`src/rtl/sparcCtrl_cfg.svh`:
```
`ifndef SPARC_CTRL_CFG_SVH
`define SPARC_CTRL_CFG_SVH

`define SPARC_WORD_W 32 // Instruction and data width
`define SPARC_REG_W 5
`define SPARC_OP3_W 6
`define SPARC_OP3_CC_BIT 4 // Set in op3 when the ALU op writes icc
`define SPARC_LINK_REG 5'd15 // CALL return address lands here

// Mux select widths
`define SPARC_EXT_SEL_W 3
`define SPARC_PCIN_SEL_W 2
`define SPARC_ALUA_SEL_W 2
`define SPARC_ALUB_SEL_W 4

// Select codes, the first of each group is the hold code
`define SPARC_ALUA_REG 2'b00 // Register file port A
`define SPARC_ALUA_PC 2'b01
`define SPARC_ALUA_NPC 2'b10
`define SPARC_ALUB_REG 4'b0000 // Register file port B
`define SPARC_ALUB_EXT 4'b0001 // Sign extender / shifter
`define SPARC_ALUB_MDR 4'b0010
`define SPARC_ALUB_PC 4'b0011
`define SPARC_ALUB_FOUR 4'b0110 // Constant 4
`define SPARC_EXT_SIMM13 3'b000
`define SPARC_EXT_DISP30 3'b011 // disp30 times 4
`define SPARC_EXT_SETHI 3'b100 // imm22 into the upper bits
`define SPARC_EXT_DISP22 3'b101 // disp22 times 4
`define SPARC_PCIN_NPC 2'b00
`define SPARC_MDR_ALU 1'b0
`define SPARC_MDR_RAM 1'b1

// Top level op field
`define SPARC_OP_BRANCH 2'b00 // Format 2, sethi and Bicc
`define SPARC_OP_CALL 2'b01
`define SPARC_OP_ARITH 2'b10
`define SPARC_OP_MEM 2'b11
`define SPARC_OP2_BICC 3'b010
`define SPARC_OP2_SETHI 3'b100

// Arithmetic and logic op3, cc bit clear
`define SPARC_OP3_ADD 6'b000000
`define SPARC_OP3_ADDX 6'b001000
`define SPARC_OP3_SUB 6'b000100
`define SPARC_OP3_SUBX 6'b001100
`define SPARC_OP3_AND 6'b000001
`define SPARC_OP3_ANDN 6'b000101
`define SPARC_OP3_OR 6'b000010
`define SPARC_OP3_ORN 6'b000110
`define SPARC_OP3_XOR 6'b000011
`define SPARC_OP3_XNOR 6'b000111
`define SPARC_OP3_SLL 6'b100101 // Shifts have no cc form
`define SPARC_OP3_SRL 6'b100110
`define SPARC_OP3_SRA 6'b100111

// Loads and stores
`define SPARC_OP3_LD 6'b000000 // Word load, also used for fetch
`define SPARC_OP3_LDUB 6'b000001
`define SPARC_OP3_LDUH 6'b000010
`define SPARC_OP3_LDSB 6'b001001
`define SPARC_OP3_LDSH 6'b001010
`define SPARC_OP3_ST 6'b000100
`define SPARC_OP3_STB 6'b000101
`define SPARC_OP3_STH 6'b000110

`endif

```
`src/rtl/sparcCtrlPkg.sv`:
```
`include "sparcCtrl_cfg.svh"

package sparcCtrlPkg;

	// Format 3 view of the instruction word
	typedef struct packed {
		logic [1:0] op;
		logic [`SPARC_REG_W-1:0] rd; // Top bit is the annul bit in Bicc
		logic [`SPARC_OP3_W-1:0] op3; // Top three bits are op2 in format 2
		logic [`SPARC_REG_W-1:0] rs1;
		logic immFlag;
		logic [7:0] asi; // Not decoded
		logic [`SPARC_REG_W-1:0] rs2;
	} instrFormat_t;

	typedef enum logic [2:0] {
		classNop, // Illegal or dropped, acts as a no-op
		classSethi,
		classBranch,
		classCall,
		classAlu,
		classLoad,
		classStore
	} instrClass_t;

	// Fields pulled out once by the decoder
	typedef struct packed {
		logic [`SPARC_REG_W-1:0] rd;
		logic [`SPARC_REG_W-1:0] rs1;
		logic [`SPARC_REG_W-1:0] rs2;
		logic [`SPARC_OP3_W-1:0] op3;
		logic immSelect; // simm13 instead of rs2
		logic setCc;
		logic annul;
	} instrFields_t;

	typedef enum logic [7:0] {
		resetIdle, resetInit, resetNpc, // Held in resetIdle while RESET is high
		fetchAddr, fetchMar, fetchWait, decode,
		pcAdvance, pcStep, // Sequential PC <- nPC, nPC <- nPC + 4
		sethiSetup, sethiWrite,
		aluSetup, aluWrite,
		memAddr, memMar, // Shared address phase of loads and stores
		loadRam, loadMdr, loadWrite,
		storeData, storeMdr, storeRam,
		callLink, callTarget, callNpc,
		branchResolve, branchTarget, branchStep,
		annulSetup, annulNpc, annulPc, annulNpcLast,
		skipPc, skipNpc // Not taken, delay slot executes
	} ctrlState_t;

	typedef struct packed {
		logic irEnable;
		logic npcEnable;
		logic pcEnable;
		logic mdrEnable;
		logic marEnable;
		logic regWrite;
		logic ramEnable;
		logic psrEnable;
		logic pcClr;
		logic [`SPARC_EXT_SEL_W-1:0] extenderSelect;
		logic [`SPARC_PCIN_SEL_W-1:0] pcInSelect;
		logic [`SPARC_ALUA_SEL_W-1:0] aluASelect;
		logic [`SPARC_ALUB_SEL_W-1:0] aluBSelect;
		logic mdrSelect;
		logic [`SPARC_REG_W-1:0] regC; // Write port
		logic [`SPARC_REG_W-1:0] regA;
		logic [`SPARC_REG_W-1:0] regB;
		logic [`SPARC_OP3_W-1:0] aluOp;
		logic [`SPARC_OP3_W-1:0] ramOpCode;
	} ctrlWord_t;

endpackage

```
`src/rtl/controlEncoder.sv`:
```
`timescale 1ns/10ps
`include "sparcCtrl_cfg.svh"

module controlEncoder (
	input sparcCtrlPkg::ctrlState_t state,
	input sparcCtrlPkg::instrFields_t fields,
	input logic mfc,
	output sparcCtrlPkg::ctrlWord_t ctrl
);

	always_comb
	begin
		ctrl = '0; // Strobes and register addresses low
		ctrl.extenderSelect = `SPARC_EXT_SIMM13;
		ctrl.pcInSelect = `SPARC_PCIN_NPC;
		ctrl.aluASelect = `SPARC_ALUA_REG;
		ctrl.aluBSelect = `SPARC_ALUB_REG;
		ctrl.mdrSelect = `SPARC_MDR_ALU;
		ctrl.aluOp = `SPARC_OP3_ADD;
		ctrl.ramOpCode = `SPARC_OP3_LD; // Word load for fetch

		// Operand routing per state
		case (state)
			sparcCtrlPkg::resetNpc:
			begin
				ctrl.aluASelect = `SPARC_ALUA_PC; // Cleared PC + 4
				ctrl.aluBSelect = `SPARC_ALUB_FOUR;
			end
			sparcCtrlPkg::fetchAddr,
			sparcCtrlPkg::fetchMar: ctrl.aluBSelect = `SPARC_ALUB_PC; // r0 + PC
			sparcCtrlPkg::pcAdvance, sparcCtrlPkg::pcStep,
			sparcCtrlPkg::annulSetup, sparcCtrlPkg::annulNpc,
			sparcCtrlPkg::annulPc, sparcCtrlPkg::annulNpcLast,
			sparcCtrlPkg::skipPc, sparcCtrlPkg::skipNpc:
			begin
				ctrl.aluASelect = `SPARC_ALUA_NPC; // nPC + 4 for nPC, nPC for PC
				ctrl.aluBSelect = `SPARC_ALUB_FOUR;
			end
			sparcCtrlPkg::sethiSetup, sparcCtrlPkg::sethiWrite:
			begin
				ctrl.extenderSelect = `SPARC_EXT_SETHI;
				ctrl.aluBSelect = `SPARC_ALUB_EXT;
				ctrl.regC = fields.rd;
			end
			sparcCtrlPkg::aluSetup, sparcCtrlPkg::aluWrite,
			sparcCtrlPkg::memAddr, sparcCtrlPkg::memMar:
			begin
				ctrl.regA = fields.rs1;
				if (fields.immSelect)
					ctrl.aluBSelect = `SPARC_ALUB_EXT; // simm13
				else
					ctrl.regB = fields.rs2;
				if (state == sparcCtrlPkg::aluSetup || state == sparcCtrlPkg::aluWrite)
				begin
					ctrl.aluOp = fields.op3;
					ctrl.regC = fields.rd;
				end
			end
			sparcCtrlPkg::loadRam,
			sparcCtrlPkg::loadMdr: ctrl.mdrSelect = `SPARC_MDR_RAM;
			sparcCtrlPkg::loadWrite:
			begin
				ctrl.aluBSelect = `SPARC_ALUB_MDR; // r0 + MDR
				ctrl.regC = fields.rd;
			end
			sparcCtrlPkg::storeData,
			sparcCtrlPkg::storeMdr: ctrl.regA = fields.rd; // rd + r0 into MDR
			sparcCtrlPkg::callLink:
			begin
				ctrl.aluBSelect = `SPARC_ALUB_PC;
				ctrl.regC = `SPARC_LINK_REG;
			end
			sparcCtrlPkg::callTarget, sparcCtrlPkg::callNpc:
			begin
				ctrl.regA = `SPARC_LINK_REG; // r15 holds the CALL address
				ctrl.extenderSelect = `SPARC_EXT_DISP30;
				ctrl.aluBSelect = `SPARC_ALUB_EXT;
			end
			sparcCtrlPkg::branchTarget, sparcCtrlPkg::branchStep:
			begin
				ctrl.aluASelect = `SPARC_ALUA_PC;
				ctrl.extenderSelect = `SPARC_EXT_DISP22;
				ctrl.aluBSelect = `SPARC_ALUB_EXT;
			end
			default: ;
		endcase

		if (state inside {sparcCtrlPkg::memAddr, sparcCtrlPkg::memMar, sparcCtrlPkg::loadRam,
			sparcCtrlPkg::loadMdr, sparcCtrlPkg::loadWrite, sparcCtrlPkg::storeData,
			sparcCtrlPkg::storeMdr, sparcCtrlPkg::storeRam})
			ctrl.ramOpCode = fields.op3; // Access size from the instruction

		// One-cycle strobes, RAM ones span the wait
		case (state)
			sparcCtrlPkg::resetInit: ctrl.pcClr = 1'b1;
			sparcCtrlPkg::fetchMar,
			sparcCtrlPkg::memMar: ctrl.marEnable = 1'b1;
			sparcCtrlPkg::fetchWait:
			begin
				ctrl.ramEnable = 1'b1;
				ctrl.irEnable = mfc; // IR captures on completion
			end
			sparcCtrlPkg::loadRam,
			sparcCtrlPkg::storeRam: ctrl.ramEnable = 1'b1;
			sparcCtrlPkg::loadMdr,
			sparcCtrlPkg::storeMdr: ctrl.mdrEnable = 1'b1;
			sparcCtrlPkg::sethiWrite,
			sparcCtrlPkg::loadWrite: ctrl.regWrite = 1'b1;
			sparcCtrlPkg::aluWrite:
			begin
				ctrl.regWrite = 1'b1;
				ctrl.psrEnable = fields.setCc; // Only the cc forms touch icc
			end
			sparcCtrlPkg::callLink:
			begin
				ctrl.regWrite = 1'b1;
				ctrl.pcEnable = 1'b1; // Delay slot PC, same cycle as link write
			end
			sparcCtrlPkg::pcStep,
			sparcCtrlPkg::branchStep:
			begin
				ctrl.pcEnable = 1'b1;
				ctrl.npcEnable = 1'b1;
			end
			sparcCtrlPkg::resetNpc, sparcCtrlPkg::callNpc, sparcCtrlPkg::annulNpc,
			sparcCtrlPkg::annulNpcLast, sparcCtrlPkg::skipNpc: ctrl.npcEnable = 1'b1;
			sparcCtrlPkg::annulPc,
			sparcCtrlPkg::skipPc: ctrl.pcEnable = 1'b1;
			default: ;
		endcase
	end

endmodule

```
`src/rtl/instrDecoder.sv`:
```
`timescale 1ns/10ps
`include "sparcCtrl_cfg.svh"

module instrDecoder (
	input logic [`SPARC_WORD_W-1:0] ir,
	output sparcCtrlPkg::instrClass_t instrClass,
	output sparcCtrlPkg::instrFields_t fields
);

	sparcCtrlPkg::instrFormat_t irFmt;
	logic [2:0] op2; // Format 2 sub-opcode
	logic [`SPARC_OP3_W-1:0] op3Base; // op3 without the cc bit
	logic isAluOp;
	logic isLoad;
	logic isStore;

	assign irFmt = ir;
	assign op2 = irFmt.op3[`SPARC_OP3_W-1 -: 3];

	always_comb
	begin
		op3Base = irFmt.op3;
		op3Base[`SPARC_OP3_CC_BIT] = 1'b0; // addcc matches add etc
	end

	// Opcode lists of the kept instructions
	assign isAluOp = (op3Base inside {`SPARC_OP3_ADD, `SPARC_OP3_ADDX, `SPARC_OP3_SUB,
		`SPARC_OP3_SUBX, `SPARC_OP3_AND, `SPARC_OP3_ANDN, `SPARC_OP3_OR, `SPARC_OP3_ORN,
		`SPARC_OP3_XOR, `SPARC_OP3_XNOR})
		|| (irFmt.op3 inside {`SPARC_OP3_SLL, `SPARC_OP3_SRL, `SPARC_OP3_SRA});
	assign isLoad = irFmt.op3 inside {`SPARC_OP3_LD, `SPARC_OP3_LDUB, `SPARC_OP3_LDUH,
		`SPARC_OP3_LDSB, `SPARC_OP3_LDSH};
	assign isStore = irFmt.op3 inside {`SPARC_OP3_ST, `SPARC_OP3_STB, `SPARC_OP3_STH};

	always_comb
	begin
		instrClass = sparcCtrlPkg::classNop; // Anything unknown just advances
		case (irFmt.op)
			`SPARC_OP_BRANCH:
			begin
				if (op2 == `SPARC_OP2_SETHI)
					instrClass = sparcCtrlPkg::classSethi;
				else if (op2 == `SPARC_OP2_BICC)
					instrClass = sparcCtrlPkg::classBranch;
			end
			`SPARC_OP_CALL: instrClass = sparcCtrlPkg::classCall;
			`SPARC_OP_ARITH:
			begin
				if (isAluOp)
					instrClass = sparcCtrlPkg::classAlu;
			end
			`SPARC_OP_MEM:
			begin
				if (isLoad)
					instrClass = sparcCtrlPkg::classLoad;
				else if (isStore)
					instrClass = sparcCtrlPkg::classStore;
			end
		endcase
	end

	assign fields.rd = irFmt.rd;
	assign fields.rs1 = irFmt.rs1;
	assign fields.rs2 = irFmt.rs2;
	assign fields.op3 = irFmt.op3;
	assign fields.immSelect = irFmt.immFlag;
	assign fields.setCc = irFmt.op3[`SPARC_OP3_CC_BIT];
	assign fields.annul = irFmt.rd[`SPARC_REG_W-1]; // ir[29]

endmodule

```
`src/rtl/sparcControlUnit.sv`:
```
`timescale 1ns/10ps
`include "sparcCtrl_cfg.svh"

module sparcControlUnit (
	input logic Clk,
	input logic RESET,
	input logic [`SPARC_WORD_W-1:0] ir, // Instruction register contents
	input logic mfc,
	input logic condTrue, // Branch condition from icc
	input logic branchAlways,
	input logic branchNever,
	output sparcCtrlPkg::ctrlWord_t ctrl
);

	sparcCtrlPkg::instrClass_t instrClass;
	sparcCtrlPkg::instrFields_t fields;
	sparcCtrlPkg::ctrlState_t state;

	instrDecoder instrDecoder_inst (
		.ir(ir),
		.instrClass(instrClass),
		.fields(fields)
	);

	stateSequencer stateSequencer_inst (
		.Clk(Clk),
		.RESET(RESET),
		.instrClass(instrClass),
		.annul(fields.annul),
		.mfc(mfc),
		.condTrue(condTrue),
		.branchAlways(branchAlways),
		.branchNever(branchNever),
		.state(state)
	);

	// Moore decode of the state plus the fetch mfc term
	controlEncoder controlEncoder_inst (
		.state(state),
		.fields(fields),
		.mfc(mfc),
		.ctrl(ctrl)
	);

endmodule

```
`src/rtl/stateSequencer.sv`:
```
`timescale 1ns/10ps

module stateSequencer (
	input logic Clk,
	input logic RESET,
	input sparcCtrlPkg::instrClass_t instrClass,
	input logic annul,
	input logic mfc, // Memory function complete
	input logic condTrue,
	input logic branchAlways,
	input logic branchNever,
	output sparcCtrlPkg::ctrlState_t state
);

	sparcCtrlPkg::ctrlState_t nextState;

	always_ff @(posedge Clk)
	begin
		if (RESET)
			state <= sparcCtrlPkg::resetIdle; // All strobes quiet here
		else
			state <= nextState;
	end

	always_comb
	begin
		nextState = state; // mfc waits hold by default
		case (state)
			sparcCtrlPkg::resetIdle: nextState = sparcCtrlPkg::resetInit;
			sparcCtrlPkg::resetInit: nextState = sparcCtrlPkg::resetNpc;
			sparcCtrlPkg::resetNpc: nextState = sparcCtrlPkg::fetchAddr;

			// Fetch
			sparcCtrlPkg::fetchAddr: nextState = sparcCtrlPkg::fetchMar;
			sparcCtrlPkg::fetchMar: nextState = sparcCtrlPkg::fetchWait;
			sparcCtrlPkg::fetchWait:
			begin
				if (mfc)
					nextState = sparcCtrlPkg::decode; // IR loads in this same cycle
			end

			// Class dispatch
			sparcCtrlPkg::decode:
			begin
				case (instrClass)
					sparcCtrlPkg::classSethi: nextState = sparcCtrlPkg::sethiSetup;
					sparcCtrlPkg::classBranch: nextState = sparcCtrlPkg::branchResolve;
					sparcCtrlPkg::classCall: nextState = sparcCtrlPkg::callLink;
					sparcCtrlPkg::classAlu: nextState = sparcCtrlPkg::aluSetup;
					sparcCtrlPkg::classLoad,
					sparcCtrlPkg::classStore: nextState = sparcCtrlPkg::memAddr;
					default: nextState = sparcCtrlPkg::pcAdvance; // No-op
				endcase
			end

			sparcCtrlPkg::pcAdvance: nextState = sparcCtrlPkg::pcStep;
			sparcCtrlPkg::pcStep: nextState = sparcCtrlPkg::fetchAddr;

			sparcCtrlPkg::sethiSetup: nextState = sparcCtrlPkg::sethiWrite;
			sparcCtrlPkg::sethiWrite: nextState = sparcCtrlPkg::pcAdvance;

			sparcCtrlPkg::aluSetup: nextState = sparcCtrlPkg::aluWrite;
			sparcCtrlPkg::aluWrite: nextState = sparcCtrlPkg::pcAdvance;

			// Loads and stores split after MAR is loaded
			sparcCtrlPkg::memAddr: nextState = sparcCtrlPkg::memMar;
			sparcCtrlPkg::memMar:
			begin
				if (instrClass == sparcCtrlPkg::classLoad)
					nextState = sparcCtrlPkg::loadRam;
				else
					nextState = sparcCtrlPkg::storeData;
			end
			sparcCtrlPkg::loadRam:
			begin
				if (mfc)
					nextState = sparcCtrlPkg::loadMdr;
			end
			sparcCtrlPkg::loadMdr: nextState = sparcCtrlPkg::loadWrite;
			sparcCtrlPkg::loadWrite: nextState = sparcCtrlPkg::pcAdvance;
			sparcCtrlPkg::storeData: nextState = sparcCtrlPkg::storeMdr;
			sparcCtrlPkg::storeMdr: nextState = sparcCtrlPkg::storeRam;
			sparcCtrlPkg::storeRam:
			begin
				if (mfc)
					nextState = sparcCtrlPkg::pcAdvance;
			end

			// CALL sets nPC itself, so no PC advance
			sparcCtrlPkg::callLink: nextState = sparcCtrlPkg::callTarget;
			sparcCtrlPkg::callTarget: nextState = sparcCtrlPkg::callNpc;
			sparcCtrlPkg::callNpc: nextState = sparcCtrlPkg::fetchAddr;

			// Four branch paths
			sparcCtrlPkg::branchResolve:
			begin
				if (annul && (branchAlways || branchNever || !condTrue))
					nextState = sparcCtrlPkg::annulSetup; // Delay slot skipped
				else if (branchNever)
					nextState = sparcCtrlPkg::pcAdvance;
				else if (condTrue)
					nextState = sparcCtrlPkg::branchTarget;
				else
					nextState = sparcCtrlPkg::skipPc;
			end
			sparcCtrlPkg::branchTarget: nextState = sparcCtrlPkg::branchStep;
			sparcCtrlPkg::branchStep: nextState = sparcCtrlPkg::fetchAddr;
			sparcCtrlPkg::annulSetup: nextState = sparcCtrlPkg::annulNpc;
			sparcCtrlPkg::annulNpc: nextState = sparcCtrlPkg::annulPc;
			sparcCtrlPkg::annulPc: nextState = sparcCtrlPkg::annulNpcLast;
			sparcCtrlPkg::annulNpcLast: nextState = sparcCtrlPkg::fetchAddr;
			sparcCtrlPkg::skipPc: nextState = sparcCtrlPkg::skipNpc;
			sparcCtrlPkg::skipNpc: nextState = sparcCtrlPkg::fetchAddr;

			default: nextState = sparcCtrlPkg::resetInit; // Unused codes restart
		endcase
	end

endmodule

```
`config.mk`:
```
export PLATFORM = sky130hd
export DESIGN_NAME = sparcControlUnit
export DESIGN_NICKNAME = d
export VERILOG_FILES = /design/src/rtl/sparcCtrlPkg.sv /design/src/rtl/controlEncoder.sv /design/src/rtl/instrDecoder.sv /design/src/rtl/sparcControlUnit.sv /design/src/rtl/stateSequencer.sv
export VERILOG_INCLUDE_DIRS = /design/src /design/src/rtl
export SDC_FILE = /design/constraint.sdc
export NUM_CORES = 1
export LEC_CHECK = 0
export BUFFER_PORTS_ARGS = -buffer_cell sky130_fd_sc_hd__buf_4
export CAP_MARGIN = 10
export CORE_MARGIN = 1
export CORE_UTILIZATION = 50
export CTS_CLUSTER_SIZE = 16
export DETAILED_ROUTE_END_ITERATION = 8
export PLACE_DENSITY = 0.83
export REMOVE_ABC_BUFFERS = 1
export SYNTH_ARGS = -nofsm -noshare
export SYNTH_HDL_FRONTEND = slang
export SYNTH_HIERARCHICAL = 1
export SYNTH_SLANG_ARGS = --single-unit
```
`constraint.sdc`:
```
create_clock -name Clk -period 1.9 [get_ports Clk]
set_input_delay 0 -clock Clk [delete_from_list [all_inputs] [get_ports Clk]]
set_output_delay 0 -clock Clk [all_outputs]
set_load 0.01 [all_outputs]
```
==> summary.txt, run 1 <==
Status
  – Status: complete, no violations

Worst setup path
  – CP arrival: 1.87 ns
  – Crit. End Element: primary output
  – RR Endpoint: stateSequencer_inst/state[1]
  – Critical Path RT: 1.90 ns
  – CP max FO: 9
  – Worst reg-to-reg path cell count: 6
  – R2r setup slk: 0.18 ns
  – Critical-path cell list: buf_4, or2_4, nor2_4, buf_4, nand3_1, a31oi_1, buf_4
  – Critical path buffers and inverters: 3
  – Slowest cell on crit path: dfxtp_4
  – Reg2reg start: stateSequencer_inst/state[4]
  – Critical Path Start Type: flip-flop
  – Most used cell along the critical path: buf_4
  – CP delay by family, top: simple AND/OR/NAND/NOR gates
  – Crit path largest cell delay: 0.37 ns
  – Crit Path Class: reg2out

Die
  – Die area: 4340 µm²
  – Row cnt: 22
  – Io pins: 86
  – Die Width: 65.9 µm
  – Initial Utilization: 53.7%
  – Chip height: 65.9 µm
  – Core footprint: 3800 µm²

Finish
  – Fraction of layout cells with a size suffix above 1: 39.6%
  – Nets: 414
  – Core Util, Final: 72.1%
  – Ant diodes: 0
  – Non-Filler Instances: 422
  – Largest register FFs: 6
  – Fillers: 314
  – Top reg by flops: stateSequencer_inst/state
  – Area growth, synth to finish: 34.4%
  – Top Registers: stateSequencer_inst/state x6

Logic synthesis
  – Ys async rst share: 0%
  – Synth cell types: 68
  – Yosys reg bits: 6
  – Predominant post-synthesis flop cell: dfxtp_1
  – Synth warn: 6
  – Cells after synthesis: 304
  – Mean post-synth cell area: 6.71 µm²
  – Post-Syn Area: 2040 µm²
  – Number of synthesized flops with an enable pin: 0
  – Sequential share of the synthesized area: 5.89%

Clock tree
  – CTS Buf Count: 3
  – Htree depth: 1
  – Reg clk slew, reported paths: 0.03 ns
  – Clock Latency Late Sink: 0.22 ns
  – Clock root buffer: clkbuf_8
  – CTS tree: yes
  – Clock tree buffer depth: 2
  – CTS sink cnt: 6

Power
  – Internal power: 0.430 mW
  – Clock power frac: 28.4%
  – Seq pwr share: 21.5%
  – Leak Pwr: 1.17 nW
  – Power share of the combinational group: 50.1%
  – Switching share of total power: 33.4%
  – Sw Pwr: 0.216 mW
  – Total design power: 0.645 mW
  – Maximum vdd drop: 0.409 mV
  – P per Cell Area: 236 nW/µm²

STA
  – Max Slew Vio Count: 0
  – Fin Clk Skew: 0.00155 ns
  – Hold WS: 0.287 ns
  – Final Hold Vio Count: 0
  – Post-route setup slack: 0.0276 ns
  – Max frequency: 0.534 GHz
  – Post-layout min period: 1.87 ns
  – Final setup vio count: 0
  – Fin crit share: 98.5%

Hold path
  – Hold Crit Class: in2out
  – Hold Crit Start: ir[15]
  – Hold Path Sink: ctrl[18]
  – Hold depth: 3

Routing
  – Drt wl/cell: 14.7 µm
  – DRT iter0 DRCs: 230
  – DRT Wirelength: 6.22 mm
  – Post-route ant nets: 0
  – Remaining DRCs: 0
  – Drt pass-1 iters: 5
  – Vias: 2,476
  – Vias per cell: 5.87

Placement
  – GPL Wtd Cong: 0.935
  – DP Wirelength: 4.63 mm
  – Place WS: 0.0370 ns
  – Port bufs: 74
  – Placed instance count: 411

Global routing
  – Total track usage: 26.5%
  – GRT overflow: 0
  – Vias in the first global route: 2,103
  – First-pass GRT wire length: 9.27 mm
  – Initial antenna violation count: 0
  – Largest net degree at the start of global routing: 24

Job
  – Max-cap violation count: 0
cell usage after synthesis (3+ instances only):
cell | number | area [µm²]
buf_4 | 31 | 233
nor2_1 | 24 | 90.1
nand2_1 | 20 | 75.1
o21ai_0 | 19 | 95.1
a21oi_1 | 15 | 75.1
and2_1 | 14 | 87.6
nand3_1 | 14 | 70.1
nor2b_1 | 14 | 87.6
buf_2 | 12 | 60.1
a31oi_1 | 8 | 50.1
nand2b_1 | 8 | 50.1
nor3_1 | 8 | 40.0
nor3b_1 | 8 | 60.1
and3_1 | 6 | 37.5
clkbuf_1 | 6 | 22.5
dfxtp_1 | 6 | 120
a22oi_1 | 5 | 37.5
o2bb2ai_1 | 5 | 43.8
xor2_1 | 4 | 35.0
a21o_1 | 3 | 22.5
a32oi_1 | 3 | 26.3
and4bb_2 | 3 | 37.5
inv_1 | 3 | 11.3
nand3b_1 | 3 | 22.5
nor4_1 | 3 | 18.8
o21ai_1 | 3 | 15.0
xnor2_1 | 3 | 26.3
area by class of cell:
cell class,instances,area (µm²),share of cell area [%]
Tap cell,48,60.1,2.19
Timing Repair Buffer,115,886,32.3
Sequential cell,6,133,4.84
Multi-Input combinational cell,245,1600,58.4
Inverter,5,21.3,0.776
Clock buffer,3,41.3,1.51
logic make-up (layout without fill, tap and decap cells):
logic type             count (synthesis)  count (layout)  synth area share, %
flip-flops                             6               6                 5.89
AND/OR/NAND/NOR                      148             148                 43.7
AO/OA/AOI/OAI                         84              84                 29.0
buffers and inverters                 56             123                 17.6
multiplexers                           1               1                0.491
other                                  2               5                0.368
XOR/XNOR                               7               7                 3.01
routing by layer:
layer  GRT usage, %  wire length, µm  vias to the layer above
met1           31.5             2540                     1126
met2           49.2             3130                      119
li1               -                -                     1221
met3           2.07              464                       10
met5              0                0                        -
met4           8.42               89                        0
worst register-to-register path, cell delays in order (launching register included):
cell and delay [ns]:
dfxtp_2 0.36, buf_12 0.17, nor4bb_1 0.29, a22oi_1 0.12, buf_4 0.17, or4b_1 0.46, o21ai_1 0.08
timing repair:
| item | in CTS | in global routing |
|---|---|---|
| pin swaps | 0 | 3 |
| hold buffers | 1 | 0 |
| setup endpoints to repair | 17 | 27 |
| endpoints found under the hold margin | 3 | 0 |
| resized for setup | 4 | 16 |
| buffers inserted | 0 | 7 |
per-stage QoR:
step	cell area (µm²)	setup TNS, ns
2_1_floorplan	1710	-1.18
3_3_place_gp	2590	0
3_5_place_dp	2590	0
4_1_cts	2650	-0.00584
5_1_grt	2740	-0.177
6_report	2740	0
worst max path at each step:
stage                                       startpoint                            to  cells past startpoint
after floorplan           stateSequencer_inst/state[3]  stateSequencer_inst/state[2]                      5
after global placement    stateSequencer_inst/state[0]                      ctrl[29]                      6
after detailed placement                        ir[19]  stateSequencer_inst/state[2]                      9
after CTS                 stateSequencer_inst/state[1]                      ctrl[29]                      6
after global routing      stateSequencer_inst/state[2]                      ctrl[27]                      7
final                     stateSequencer_inst/state[0]                      ctrl[24]                      7
placed cells by master (no fill, tap or decap), drive strengths merged, types with 3 or more instances in the layout:
cell / count
a22oi: 5
nor4b: 3
clkbuf: 3
o21ai: 22
dfxtp: 6
and2: 15
inv: 5
nand2b: 8
a31oi: 8
a21oi: 15
o2bb2ai: 5
a32oi: 3
nand3b: 3
conb: 5
and3: 7
nor3: 8
buf: 114
or3: 3
nor4: 4
o22ai: 3
xor2: 4
nand3: 14
nand2: 21
xnor2: 3
nor2: 25
nor3b: 8
nor2b: 14
and4bb: 3
a21o: 3
power groups by stage:
stage	Combinational (mW)	Sequential [mW]	Clock, mW
after floorplan	0.125	0.154	0
after global placement	0.276	0.143	0
after detailed placement	0.282	0.143	0
after CTS	0.286	0.142	0.192
after global routing	0.347	0.139	0.198
final	0.323	0.139	0.183
No activity file was read; power rests on OpenSTA's default activity.
==> run 2: changes to the inputs <==
--- a/config.mk
+++ b/config.mk
@@ -10,11 +10,10 @@
 export CAP_MARGIN = 10
 export CORE_MARGIN = 1
-export CORE_UTILIZATION = 50
+export CORE_UTILIZATION = 46
 export CTS_CLUSTER_SIZE = 16
 export DETAILED_ROUTE_END_ITERATION = 8
-export PLACE_DENSITY = 0.83
+export PLACE_DENSITY = 0.82
 export REMOVE_ABC_BUFFERS = 1
 export SYNTH_ARGS = -nofsm -noshare
 export SYNTH_HDL_FRONTEND = slang
-export SYNTH_HIERARCHICAL = 1
 export SYNTH_SLANG_ARGS = --single-unit
==> constraint.sdc (replaced) <==
create_clock -name Clk -period 1.9 [get_ports Clk]
set_input_delay 0.19 -clock Clk [delete_from_list [all_inputs] [get_ports Clk]]
set_output_delay 0.19 -clock Clk [all_outputs]
set_load 0.01 [all_outputs]
==> run 2 against run 1 <==
The run now ends with negative setup slack left. Global-route usage rose by 6.7 points. Largest power group unchanged. Combinational power fell by 12%. Setup slack got worse by 0.096 ns. Cell count fell by 3.3%. Sequential share of layout area rose by 0.18 points.
==> summary.txt, run 2 <==
Routing
  – Vias per cell: 6.22 (+5.9%)
  – Vias: 2,536 (+2.4%)
  – Drt wl/cell: 17.2 µm (+17%)
  – DRT iter0 DRCs: 295 (+28%)
  – DRT Wirelength: 7.01 mm (+13%)
  – Post-route ant nets: 0 (unchanged)
  – Drt pass-1 iters: 7 (+2)
  – Remaining DRCs: 0 (unchanged)

STA
  – Setup TNS Final: -0.231 ns (-0.231 ns)
  – Max Slew Vio Count: 0 (unchanged)
  – Fin crit share: 104% (+5.0 points)
  – Post-route setup slack: -0.0681 ns (-0.0956 ns)
  – Max frequency: 0.508 GHz (-4.9%)
  – Final setup vio count: 6 (+6)
  – Final Hold Vio Count: 0 (unchanged)
  – Fin Clk Skew: 0.00159 ns (+0.0000423 ns)
  – Post-layout min period: 1.97 ns (+0.0956 ns)
  – RSZ-0062 raised after global routing: yes
  – Hold WS: 0.150 ns (-0.137 ns)

Worst setup path
  – Crit. End Element: primary output
  – RR Endpoint: stateSequencer_inst.state[0]
  – Crit path from: stateSequencer_inst.state[0]
  – Critical Path Start Type: flip-flop
  – Critical Path RT: 1.71 ns (-0.19 ns)
  – R2r setup slk: 0.07 ns (-0.11 ns)
  – Crit Path Class: reg2out
  – CP endpoint: ctrl[22]
  – Worst reg-to-reg path cell count: 8 (+2)
  – CP arrival: 1.78 ns (-0.09 ns)
  – Reg2reg start: stateSequencer_inst.state[1]
  – CP max FO: 6 (-3)

Power
  – Maximum vdd drop: 0.0882 mV (-78%)
  – P per Cell Area: 195 nW/µm² (-17%)
  – Leak Pwr: 1.26 nW (+8.2%)

Finish
  – Commonest non-fill, non-tap cell in the layout: buf_4
  – Ant diodes: 0 (unchanged)
  – Largest register FFs: 6 (unchanged)
  – Nets: 402 (-2.9%)
  – Leading cell types in the layout, fill and taps excluded: buf_4 (115), nand2_1 (24), a21oi_1 (16), nor2_1 (15), and2_1 (14)
  – Non-Filler Instances: 408 (-3.3%)
  – Fraction of layout cells with a size suffix above 1: 49.4% (+9.9 points)
  – Design area: 2770 µm² (+1.1%)
  – Top Registers: stateSequencer_inst.state x6
  – Top reg by flops: stateSequencer_inst.state
  – Area growth, synth to finish: 70.4%

Die
  – Initial Utilization: 48.3% (-5.4 points)
  – Core footprint: 3360 µm² (-11%)
  – Die area: 3770 µm² (-13%)
  – Chip height: 61.4 µm (-6.7%)
  – Die Width: 61.4 µm (-6.7%)
  – Io pins: 86 (unchanged)
  – Row cnt: 21 (-4.5%)

Logic synthesis
  – Most frequent cell after synthesis: nand2_1
  – Sequential share of the synthesized area: 7.39% (+1.5 points)
  – Cell taking the most area after synthesis: dfxtp_1
  – Predominant post-synthesis flop cell: dfxtp_1
  – Ys async rst share: 0% (unchanged)
  – Post-Syn Area: 1630 µm² (-20%)
  – Mean post-synth cell area: 6.42 µm² (-4.2%)
  – Synth cell types: 62 (-8.8%)
  – Post-synth top area share: 7.39% (-4.0 points)
  – Ranking of synthesized cells by area: dfxtp_1 (7.4%), and2_1 (5.8%), nand2_1 (5.8%)
  – Cells after synthesis: 253 (-17%)
  – Number of synthesized flops with an enable pin: 0 (unchanged)
  – Synth warn: 0 (-6)
  – Top post-synthesis cells by count: nand2_1 (25), nor2_1 (19), o21ai_0 (18)
  – Yosys reg bits: 6 (unchanged)

Clock tree
  – CTS Buf Count: 3 (unchanged)
  – Clock Latency Late Sink: 0.25 ns (+0.03 ns)
  – Reg clk slew, reported paths: 0.05 ns (+0.02 ns)
  – Htree depth: 1 (unchanged)
  – CTS tree: yes
  – CTS sink cnt: 6 (unchanged)
  – Clock tree buffer depth: 2 (unchanged)
  – Clock root buffer: clkbuf_4
  – CTS hold repair buffers: 0 (-1)

Global routing
  – Total track usage: 33.2% (+6.7 points)
  – Vias in the first global route: 2,084 (-0.90%)
  – GRT overflow: 0 (unchanged)
  – Initial antenna violation count: 0 (unchanged)
  – Largest net degree at the start of global routing: 21 (-13%)
  – First-pass GRT wire length: 9.22 mm (-0.59%)

Placement
  – DP Wirelength: 4.76 mm (+3.0%)
  – Dpl cell area: 2430 µm² (-5.9%)
  – GPL Wtd Cong: 0.925 (-1.1%)
  – Port bufs: 74 (unchanged)
  – Placed instance count: 391 (-4.9%)

Status
  – Failing checks: negative setup slack
  – Status: finished with violations

Hold path
  – Hold Crit Class: in2reg

Job
  – Max-cap violation count: 0 (unchanged)
run 2: changes by cell type after synthesis, sizes merged, moves of 4 or more:
cell	delta
nor3	+5
a211oi	+4
a21o	+5
buf	-29
nor3b	-4
nand3	-8
nand2	+4
nor2	-5
o2bb2ai	-4
a221o	+4
nor2b	-6
run 2: where the power goes:
part	leakage [nW]	switching [mW]	internal [mW]	total, mW
Clock	0.0138	0.0552	0.0721	0.127
Combinational	1.20	0.140	0.143	0.283
Sequential	0.0524	0.00690	0.124	0.130
run 2: cell type report:
type                            count  area, µm²
Inverter                            8       32.5
Timing Repair Buffer              128       1070
Fill cell                         231        594
Clock buffer                        3       22.5
Multi-Input combinational cell    217       1450
Tap cell                           46       57.6
Sequential cell                     6        139
run 2: worst max-delay path, cell delays in order, from the launching register on:
cell,delay [ns]
dfxtp_4,0.39
buf_12,0.13
and2b_1,0.19
nand2_2,0.10
a21oi_2,0.15
a31oi_1,0.06
nor2_2,0.20
a21o_1,0.17
buf_4,0.12
run 2: per-layer routing:
layer,global-route usage (%),wire (µm),up-vias
li1,-,-,1145
met1,40.0,2610,1147
met2,59.9,3360,214
met3,3.15,825,30
met4,14.3,216,0
met5,0,0,-
run 2: worst min path at each step:
stage	startpoint	to	slack [ns]	cells past startpoint
floorplan	RESET	stateSequencer_inst.state[3]	0.26	1
finish	RESET	stateSequencer_inst.state[3]	0.15	2
global placement	RESET	stateSequencer_inst.state[0]	0.41	2
CTS	RESET	stateSequencer_inst.state[3]	0.14	2
detailed placement	RESET	stateSequencer_inst.state[3]	0.41	2
global route	RESET	stateSequencer_inst.state[3]	0.15	2
run 2: cells by family after synthesis:
| group | Yosys count | synth area share, % |
|---|---|---|
| multiplexers | 1 | 0.693 |
| buffers and inverters | 32 | 11.0 |
| AND/OR/NAND/NOR | 123 | 41.4 |
| other | 1 | 0.231 |
| AO/OA/AOI/OAI | 84 | 36.0 |
| flip-flops | 6 | 7.39 |
| XOR/XNOR | 6 | 3.23 |
run 2: stage by stage:
stage,power [mW],utilization [%],setup slack [ns]
2_1_floorplan,0.245,-,-0.0604
5_1_grt,0.568,82.3,-0.145
3_3_place_gp,0.370,72.4,0.0105
3_5_place_dp,0.375,72.4,-0.0219
4_1_cts,0.510,74.9,-0.0125
6_report,0.541,82.3,-0.0681
run 2: timing repair:
item                       CTS  global route
pin swaps                    2            10
cloned                       0             2
setup endpoints to repair   37            32
setup buffers                1            11
resized for setup           21            39
